[src/hdl/idPkg.sv]
`default_nettype none

package idPkg;

  // register and pc width for rv64
  typedef logic [63:0] word_t;
  typedef logic [31:0] inst_t;
  typedef logic [4:0]  regAddr_t;

  // major opcodes of the base integer set except system
  typedef enum logic [6:0] {
    opLoad    = 7'b0000011,
    opOpImm   = 7'b0010011,
    opAuipc   = 7'b0010111,
    opOpImm32 = 7'b0011011,
    opStore   = 7'b0100011,
    opOp      = 7'b0110011,
    opLui     = 7'b0110111,
    opOp32    = 7'b0111011,
    opBranch  = 7'b1100011,
    opJalr    = 7'b1100111,
    opJal     = 7'b1101111
  } opcode_t;

  // instruction formats
  typedef enum logic [2:0] {
    typeR   = 3'd0,
    typeI   = 3'd1,
    typeS   = 3'd2,
    typeB   = 3'd3,
    typeU   = 3'd4,
    typeJ   = 3'd5,
    typeBad = 3'd6
  } instType_t;

  // operation code seen by the execute stage
  typedef enum logic [4:0] {
    aluAdd  = 5'd0,
    aluSub  = 5'd1,
    aluSll  = 5'd2,
    aluSllw = 5'd3,
    aluSlt  = 5'd4,
    aluSltu = 5'd5,
    aluXor  = 5'd6,
    aluSrl  = 5'd7,
    aluSra  = 5'd8,
    aluOr   = 5'd9,
    aluAnd  = 5'd10
  } aluOp_t;

  // next-pc request kind
  typedef enum logic [3:0] {
    jumpNone   = 4'd0,
    jumpJal    = 4'd1,
    jumpJalr   = 4'd2,
    jumpBranch = 4'd3
  } jumpKind_t;

endpackage

`default_nettype wire

[src/hdl/instDecode.sv]
`timescale 1ns/10ps
`default_nettype none

module instDecode import idPkg::*; (
  input  logic      clock,
  input  logic      rstN,
  input  inst_t     inst,
  output regAddr_t  rs1,
  output regAddr_t  rs2,
  output regAddr_t  rd,
  output opcode_t   opcode,
  output instType_t instType,
  output word_t     imm,
  output aluOp_t    aluOp,
  output logic [2:0] func3,
  output logic      wen,
  output logic      readFlag,
  output logic      writeFlag,
  output logic      jalrFlag,
  output logic      wordOp,
  output logic      abort,
  output logic [7:0] wmask
);

  logic [6:0] func7;

  assign opcode = opcode_t'(inst[6:0]);
  assign func3  = inst[14:12];
  assign func7  = inst[31:25];
  assign rs1    = inst[19:15];
  assign rs2    = inst[24:20];
  assign rd     = inst[11:7];

  // format from major opcode
  always_comb begin
    case (opcode)
      opOp, opOp32:                          instType = typeR;
      opLoad, opOpImm, opOpImm32, opJalr:    instType = typeI;
      opStore:                               instType = typeS;
      opLui, opAuipc:                        instType = typeU;
      opJal:                                 instType = typeJ;
      opBranch:                              instType = typeB;
      default:                               instType = typeBad;
    endcase
  end

  // sign-extended immediate per format
  always_comb begin
    case (instType)
      typeI:   imm = {{52{inst[31]}}, inst[31:20]};
      typeS:   imm = {{52{inst[31]}}, inst[31:25], inst[11:7]};
      typeB:   imm = {{52{inst[31]}}, inst[7], inst[30:25], inst[11:8], 1'b0};
      typeU:   imm = {{32{inst[31]}}, inst[31:12], 12'b0};
      typeJ:   imm = {{44{inst[31]}}, inst[19:12], inst[20], inst[30:21], 1'b0};
      default: imm = '0;
    endcase
  end

  always_comb begin
    aluOp = aluAdd;
    case (opcode)
      opOpImm: begin
        case (func3)
          3'b001:  aluOp = aluSll;
          3'b010:  aluOp = aluSlt;
          3'b011:  aluOp = aluSltu;
          3'b100:  aluOp = aluXor;
          // bit 30 picks arithmetic shift
          3'b101:  aluOp = inst[30] ? aluSra : aluSrl;
          3'b110:  aluOp = aluOr;
          3'b111:  aluOp = aluAnd;
          default: aluOp = aluAdd;
        endcase
      end
      opOpImm32: begin
        case (func3)
          3'b001:  aluOp = aluSllw;
          3'b101:  aluOp = inst[30] ? aluSra : aluSrl;
          default: aluOp = aluAdd;
        endcase
      end
      opOp: begin
        case ({func7, func3})
          {7'b0100000, 3'b000}: aluOp = aluSub;
          {7'b0000000, 3'b001}: aluOp = aluSll;
          {7'b0000000, 3'b010}: aluOp = aluSlt;
          {7'b0000000, 3'b011}: aluOp = aluSltu;
          {7'b0000000, 3'b100}: aluOp = aluXor;
          {7'b0000000, 3'b101}: aluOp = aluSrl;
          {7'b0100000, 3'b101}: aluOp = aluSra;
          {7'b0000000, 3'b110}: aluOp = aluOr;
          {7'b0000000, 3'b111}: aluOp = aluAnd;
          default:              aluOp = aluAdd;
        endcase
      end
      opOp32: begin
        case ({func7, func3})
          {7'b0100000, 3'b000}: aluOp = aluSub;
          {7'b0000000, 3'b001}: aluOp = aluSllw;
          {7'b0000000, 3'b101}: aluOp = aluSrl;
          {7'b0100000, 3'b101}: aluOp = aluSra;
          default:              aluOp = aluAdd;
        endcase
      end
      default: aluOp = aluAdd;
    endcase
  end

  // store byte enables
  always_comb begin
    wmask = 8'h00;
    if (opcode == opStore) begin
      case (func3)
        3'b000:  wmask = 8'h01;
        3'b001:  wmask = 8'h03;
        3'b010:  wmask = 8'h0f;
        3'b011:  wmask = 8'hff;
        default: wmask = 8'h00;
      endcase
    end
  end

  assign wen       = (instType != typeS) && (instType != typeB) && (instType != typeBad);
  assign readFlag  = (opcode == opLoad);
  assign writeFlag = (opcode == opStore);
  assign jalrFlag  = (opcode == opJalr);
  assign wordOp    = (opcode == opOpImm32) || (opcode == opOp32);
  assign abort     = (instType == typeBad);

  // a bad instruction must never reach writeback
  wenNotAbort: assert property (@(posedge clock) disable iff (!rstN) !(wen && abort));

endmodule

`default_nettype wire

[src/hdl/operandSelect.sv]
`timescale 1ns/10ps
`default_nettype none

module operandSelect import idPkg::*; (
  input  logic      clock,
  input  logic      rstN,
  input  word_t     rdata1,
  input  word_t     rdata2,
  input  word_t     passRdata,
  input  word_t     pc,
  input  word_t     imm,
  input  logic      busy1,
  input  logic      busy2,
  input  logic      pass1,
  input  logic      pass2,
  input  instType_t instType,
  input  opcode_t   opcode,
  input  aluOp_t    aluOp,
  input  logic [5:0] shamt,
  output word_t     src1,
  output word_t     src2,
  output word_t     rd1,
  output word_t     rd2
);

  logic  isShift;
  word_t lowZero;
  word_t lowSign;

  // bypass only when the scoreboard marks the source busy, so x0 reads stay zero
  assign src1 = (busy1 && pass1) ? passRdata : rdata1;
  assign src2 = (busy2 && pass2) ? passRdata : rdata2;

  assign isShift = aluOp inside {aluSll, aluSllw, aluSrl, aluSra};

  // word shifts see only the low half of rs1
  assign lowZero = {32'b0, src1[31:0]};
  assign lowSign = {{32{src1[31]}}, src1[31:0]};

  always_comb begin
    rd1 = '0;
    rd2 = '0;
    case (instType)
      typeI: begin
        if (opcode == opJalr) begin
          // link value pc + 4
          rd1 = pc;
          rd2 = 64'd4;
        end else if (isShift) begin
          rd2 = {58'b0, shamt};
          if (opcode == opOpImm32 && aluOp == aluSrl) begin
            rd1 = lowZero;
          end else if (opcode == opOpImm32 && aluOp == aluSra) begin
            rd1 = lowSign;
          end else begin
            rd1 = src1;
          end
        end else begin
          rd1 = src1;
          rd2 = imm;
        end
      end
      typeR: begin
        if (!isShift) begin
          rd1 = src1;
          rd2 = src2;
        end else if (opcode == opOp32) begin
          rd2 = {59'b0, src2[4:0]};
          rd1 = (aluOp == aluSrl) ? lowZero : (aluOp == aluSra) ? lowSign : src1;
        end else begin
          rd1 = src1;
          rd2 = {58'b0, src2[5:0]};
        end
      end
      typeS: begin
        rd1 = src1;
        rd2 = imm;
      end
      typeU: begin
        // lui adds to zero
        rd1 = (opcode == opAuipc) ? pc : '0;
        rd2 = imm;
      end
      typeJ: begin
        rd1 = pc;
        rd2 = 64'd4;
      end
      default: begin
        rd1 = '0;
        rd2 = '0;
      end
    endcase
  end

  idleSrc1: assert property (@(posedge clock) disable iff (!rstN) !busy1 |-> src1 == rdata1);

endmodule

`default_nettype wire

[src/hdl/branchResolve.sv]
`timescale 1ns/10ps
`default_nettype none

module branchResolve import idPkg::*; (
  input  logic       clock,
  input  logic       rstN,
  input  word_t      src1,
  input  word_t      src2,
  input  instType_t  instType,
  input  opcode_t    opcode,
  input  logic [2:0] func3,
  output jumpKind_t  jumpKind
);

  logic equal;
  logic lessS;
  logic lessU;
  logic taken;

  assign equal = (src1 == src2);
  assign lessS = ($signed(src1) < $signed(src2));
  assign lessU = (src1 < src2);

  // condition from func3
  always_comb begin
    case (func3)
      3'b000:  taken = equal;
      3'b001:  taken = !equal;
      3'b100:  taken = lessS;
      3'b101:  taken = !lessS;
      3'b110:  taken = lessU;
      3'b111:  taken = !lessU;
      default: taken = 1'b0;
    endcase
  end

  always_comb begin
    if (opcode == opJalr) begin
      jumpKind = jumpJalr;
    end else if (instType == typeB && taken) begin
      jumpKind = jumpBranch;
    end else if (opcode == opJal) begin
      jumpKind = jumpJal;
    end else begin
      jumpKind = jumpNone;
    end
  end

  branchOnlyB: assert property (@(posedge clock) disable iff (!rstN)
    jumpKind == jumpBranch |-> instType == typeB);

endmodule

`default_nettype wire

[src/hdl/issueControl.sv]
`timescale 1ns/10ps
`default_nettype none

module issueControl (
  input  logic clock,
  input  logic rstN,
  input  logic busy1,
  input  logic busy2,
  input  logic pass1,
  input  logic pass2,
  input  logic ifValid,
  input  logic exReady,
  input  logic wen,
  output logic exValid,
  output logic ifReady,
  output logic scoreWen
);

  logic stall1;
  logic stall2;
  logic stall;

  // busy with no bypass means the producer has not finished
  assign stall1 = busy1 && !pass1;
  assign stall2 = busy2 && !pass2;
  assign stall  = stall1 || stall2;

  assign exValid  = ifValid && !stall;
  assign ifReady  = exReady && !stall;
  // reserve rd in the scoreboard once execute accepts
  assign scoreWen = exValid && wen && exReady;

  validNeedsFetch: assert property (@(posedge clock) disable iff (!rstN) exValid |-> ifValid);
  scoreNeedsIssue: assert property (@(posedge clock) disable iff (!rstN) scoreWen |-> exValid);

endmodule

`default_nettype wire

[src/hdl/decodeStage.sv]
`timescale 1ns/10ps
`default_nettype none

module decodeStage import idPkg::*; (
  input  logic       clock,
  input  logic       rstN,
  input  inst_t      inst,
  input  word_t      pc,
  input  logic       ifValid,
  input  word_t      rdata1,
  input  word_t      rdata2,
  input  word_t      passRdata,
  input  logic       busy1,
  input  logic       busy2,
  input  logic       pass1,
  input  logic       pass2,
  input  logic       exReady,
  output regAddr_t   raddr1,
  output regAddr_t   raddr2,
  output regAddr_t   waddr,
  output logic       exValid,
  output word_t      exPc,
  output aluOp_t     aluOp,
  output word_t      rd1,
  output word_t      rd2,
  output word_t      imm,
  output word_t      rs2Data,
  output logic       wen,
  output logic       readFlag,
  output logic       writeFlag,
  output logic       jalrFlag,
  output logic       wordOp,
  output logic [7:0] wmask,
  output logic [2:0] func3,
  output logic       abort,
  output jumpKind_t  jumpKind,
  output word_t      npcPc,
  output word_t      npcImm,
  output word_t      npcRs1,
  output logic       ifReady,
  output logic       scoreWen
);

  opcode_t   opcode;
  instType_t instType;
  word_t     src1;
  word_t     src2;

  assign exPc    = pc;
  assign npcPc   = pc;
  assign npcImm  = imm;
  assign npcRs1  = src1;
  assign rs2Data = src2;

  instDecode uDecode (
    .clock(clock), .rstN(rstN), .inst(inst),
    .rs1(raddr1), .rs2(raddr2), .rd(waddr),
    .opcode(opcode), .instType(instType), .imm(imm), .aluOp(aluOp), .func3(func3),
    .wen(wen), .readFlag(readFlag), .writeFlag(writeFlag), .jalrFlag(jalrFlag),
    .wordOp(wordOp), .abort(abort), .wmask(wmask)
  );

  // immediate shifts take the shift amount from imm bits 5..0
  operandSelect uOperand (
    .clock(clock), .rstN(rstN),
    .rdata1(rdata1), .rdata2(rdata2), .passRdata(passRdata), .pc(pc), .imm(imm),
    .busy1(busy1), .busy2(busy2), .pass1(pass1), .pass2(pass2),
    .instType(instType), .opcode(opcode), .aluOp(aluOp), .shamt(imm[5:0]),
    .src1(src1), .src2(src2), .rd1(rd1), .rd2(rd2)
  );

  branchResolve uBranch (
    .clock(clock), .rstN(rstN), .src1(src1), .src2(src2),
    .instType(instType), .opcode(opcode), .func3(func3), .jumpKind(jumpKind)
  );

  issueControl uIssue (
    .clock(clock), .rstN(rstN),
    .busy1(busy1), .busy2(busy2), .pass1(pass1), .pass2(pass2),
    .ifValid(ifValid), .exReady(exReady), .wen(wen),
    .exValid(exValid), .ifReady(ifReady), .scoreWen(scoreWen)
  );

endmodule

`default_nettype wire

[config.mk]
export PLATFORM = sky130hd
export DESIGN_NAME = decodeStage
export DESIGN_NICKNAME = d
export VERILOG_FILES = /design/src/hdl/idPkg.sv /design/src/hdl/instDecode.sv /design/src/hdl/operandSelect.sv /design/src/hdl/branchResolve.sv /design/src/hdl/issueControl.sv /design/src/hdl/decodeStage.sv
export SDC_FILE = /design/constraint.sdc
export NUM_CORES = 1
export LEC_CHECK = 0
export ABC_AREA = 1
export BUFFER_PORTS_ARGS = -buffer_cell sky130_fd_sc_hd__buf_2
export CAP_MARGIN = 20
export CORE_AREA = 2 2 331 333
export DETAILED_ROUTE_END_ITERATION = 10
export DIE_AREA = 0 0 333 335
export PLACE_DENSITY = 0.36
export REMOVE_ABC_BUFFERS = 1
export SYNTH_ARGS = -nofsm -noshare
export SYNTH_HDL_FRONTEND = slang
export SYNTH_SLANG_ARGS = --single-unit
[constraint.sdc]
create_clock -name vclk -period 6.2
set_clock_uncertainty 0.15 [all_clocks]
set_input_delay 1.24 -clock vclk [all_inputs]
set_output_delay 1.24 -clock vclk [all_outputs]
set_load 0.03 [all_outputs]
==> impl_metrics.toml <==
[global_route]
grtUsageTotal = 0.142
grt_overflow_total = 0
grt_pass1_vias = 12910
grt_pass1_wl_um = 110000
grt_start_max_net_pins = 85
antenna_found_initial = 19

[detailed_routing]
drt_iter0_drc = 780
ant_nets = 0
wl_per_cell_um = 22.4
drt_wl_total_um = 84700
vias = 13838
firstDrtPassIters = 5
viasPerCell = 3.67
drc_errors = 0

[setup_path]
critPathLaunchType = "primary input"
crit_fanout = 28
crit_path_cell_trace = "buf_2 -> nand2_4 -> buf_12 -> buf_12 -> o21ai_0 -> ha_1 -> nand2_1 -> nor2_1 -> nand2_1 -> nand2_1 -> nand2_1 -> nand2_1 -> a21oi_1 -> buf_4 -> nand2_1 -> nand2_1 -> nand3_1 -> nand3_1 -> nand2_1 -> nand2_1 -> buf_2"
critPathSlowestCell = "o21ai_0"
crit_path_frequent_cell = "nand2_1"
cp-end-kind = "output pin"
cp.required_ns = 4.81
cpPeakStageDelay_ns = 0.58
worstSetupPathType = "primary input to output pin"
cp_data_arrival_time_ns = 4.46

[yosys]
synth_cells = 1767
yosysTopAreaCell = "buf_4"
ys_seq_area_frac = 0
ys_top_cells_by_area = "buf_4 (20%), nand2_1 (16%), inv_1 (11%)"
yosysWarnings = 0
syn_area_sq_um = 9360
netlist.area_leader.share = 0.203
syn_avg_cell_area_sq_um = 5.30
synth.distinct_cells = 39

[floorplan]
dieArea_sq_um = 112000
rows = 121
ios = 852
die_height_um = 335
initial_core_util = 0.0866
die_x_um = 333
core_sq_um = 108000

[place]
gp_congestion = 0.885
hpwl_um = 74700
dp.cells = 3767
portBuffers = 847

[timing]
finalSetupViolations = 0
layout_worst_path_cycle_share = 0.944
slew_headroom = 0.326
fmax_mhz = 171
tightest_slew_ns = 1.00
slew_viol_final = 0
rsz0062_at_grt = "false"
min_period_ns = 5.85
hold_viol = 0

[cts]
post-cts-setup-buffers = 0
cts_resized = 0
cts_hold_buf = 0

[cells_and_area]
fin_cells = 3771
final_nets = 2715
final_util = 0.129
nClkBuffers = 0
nFlopsAndLatches = 0
drive_gt1_frac = 0.422
regArea_sq_um = 0
area_growth_syn_to_layout_pct = 48.5

[hold_path]
hold_start = "pc[20]"
min_path_cells = 2
hold_end = "exPc[20]"
hold_path_class = "primary input to output pin"

[job]
max-cap-violations = 0

[status]
status = "complete, no violations"
==> cells in the mapped netlist, types with 2 or more instances <==
master / number
nand2_2: 3
o2111ai_1: 3
inv_1: 283
nand3_1: 156
nor3_1: 10
nand4_1: 6
nor2_1: 92
o22ai_1: 4
clkbuf_1: 62
a21o_1: 2
o21ai_2: 3
o211ai_1: 34
nand3_2: 2
buf_6: 5
o21ai_1: 21
ha_1: 64
a21oi_1: 37
nor2_2: 6
nor3_2: 2
buf_2: 14
mux2_2: 14
nand2_1: 400
o31ai_1: 33
buf_4: 253
buf_1: 4
o21a_1: 4
o21ai_0: 182
a22oi_1: 34
inv_2: 24
==> worst max-delay path: cells and delay by family <==
| kind | cells | cell delay, ns |
|---|---|---|
| AND/OR/NAND/NOR | 13 | 1.17 |
| buffers and inverters | 5 | 0.87 |
| AO/OA/AOI/OAI | 2 | 0.78 |
| adder cells (fa/ha/maj) | 1 | 0.36 |
==> per-layer routing <==
layer,global-route usage,part of all wire
met5,0,0.00080
met4,0.0374,0.030
met3,0.0258,0.065
met2,0.263,0.51
met1,0.165,0.40
==> layout by cell type (no fill, tap or decap), types with 7 or more instances in the layout <==
cell / instances
buf_2: 846
nand2_1: 396
inv_1: 280
o21ai_0: 181
nand3_1: 154
nor2_1: 89
buf_4: 65
ha_1: 64
a21oi_1: 37
o211ai_1: 34
a22oi_1: 34
o31ai_1: 33
inv_2: 26
o21ai_1: 22
mux2_2: 14
buf_12: 11
nor3_1: 7
==> final cells by class <==
cell class | instances | area, sq um
well taps | 1414 | 1770
multi-input cells | 1124 | 6030
inverters | 307 | 1150
diodes | 4 | 10.0
fillers | 13059 | 94200
repair buffers | 922 | 4940
==> logic make-up after synthesis <==
kind of cell,share of synthesized area
simple gates,0.304
buf+inv,0.366
compound gates,0.227
fa+ha+maj,0.0855
mux,0.0168
other cells,0.000401
==> worst max-delay path by stage <==
stage                 start  depth (start not counted)          end
detailed placement    pass1                         20  jumpKind[1]
CTS                   pass1                         21  jumpKind[1]
global route          pass1                         21  jumpKind[1]
floorplan           inst[1]                          8      imm[31]
finish                pass1                         21  jumpKind[1]
global placement      pass1                         21  jumpKind[1]
==> per-stage QoR <==
step / hold WS [ns] / TNS, ns / instance area (sq um) / setup WS (ns)
global placement: 2.60 / 0 / 13900 / 0.0734
detailed placement: 2.60 / 0 / 13900 / 0.0239
floorplan: 2.33 / -1502.86 / 7100 / -22.40
global route: 2.61 / 0 / 13900 / 0.0218
finish: 2.60 / 0 / 13900 / 0.345
CTS: 2.60 / 0 / 13900 / 0.00758
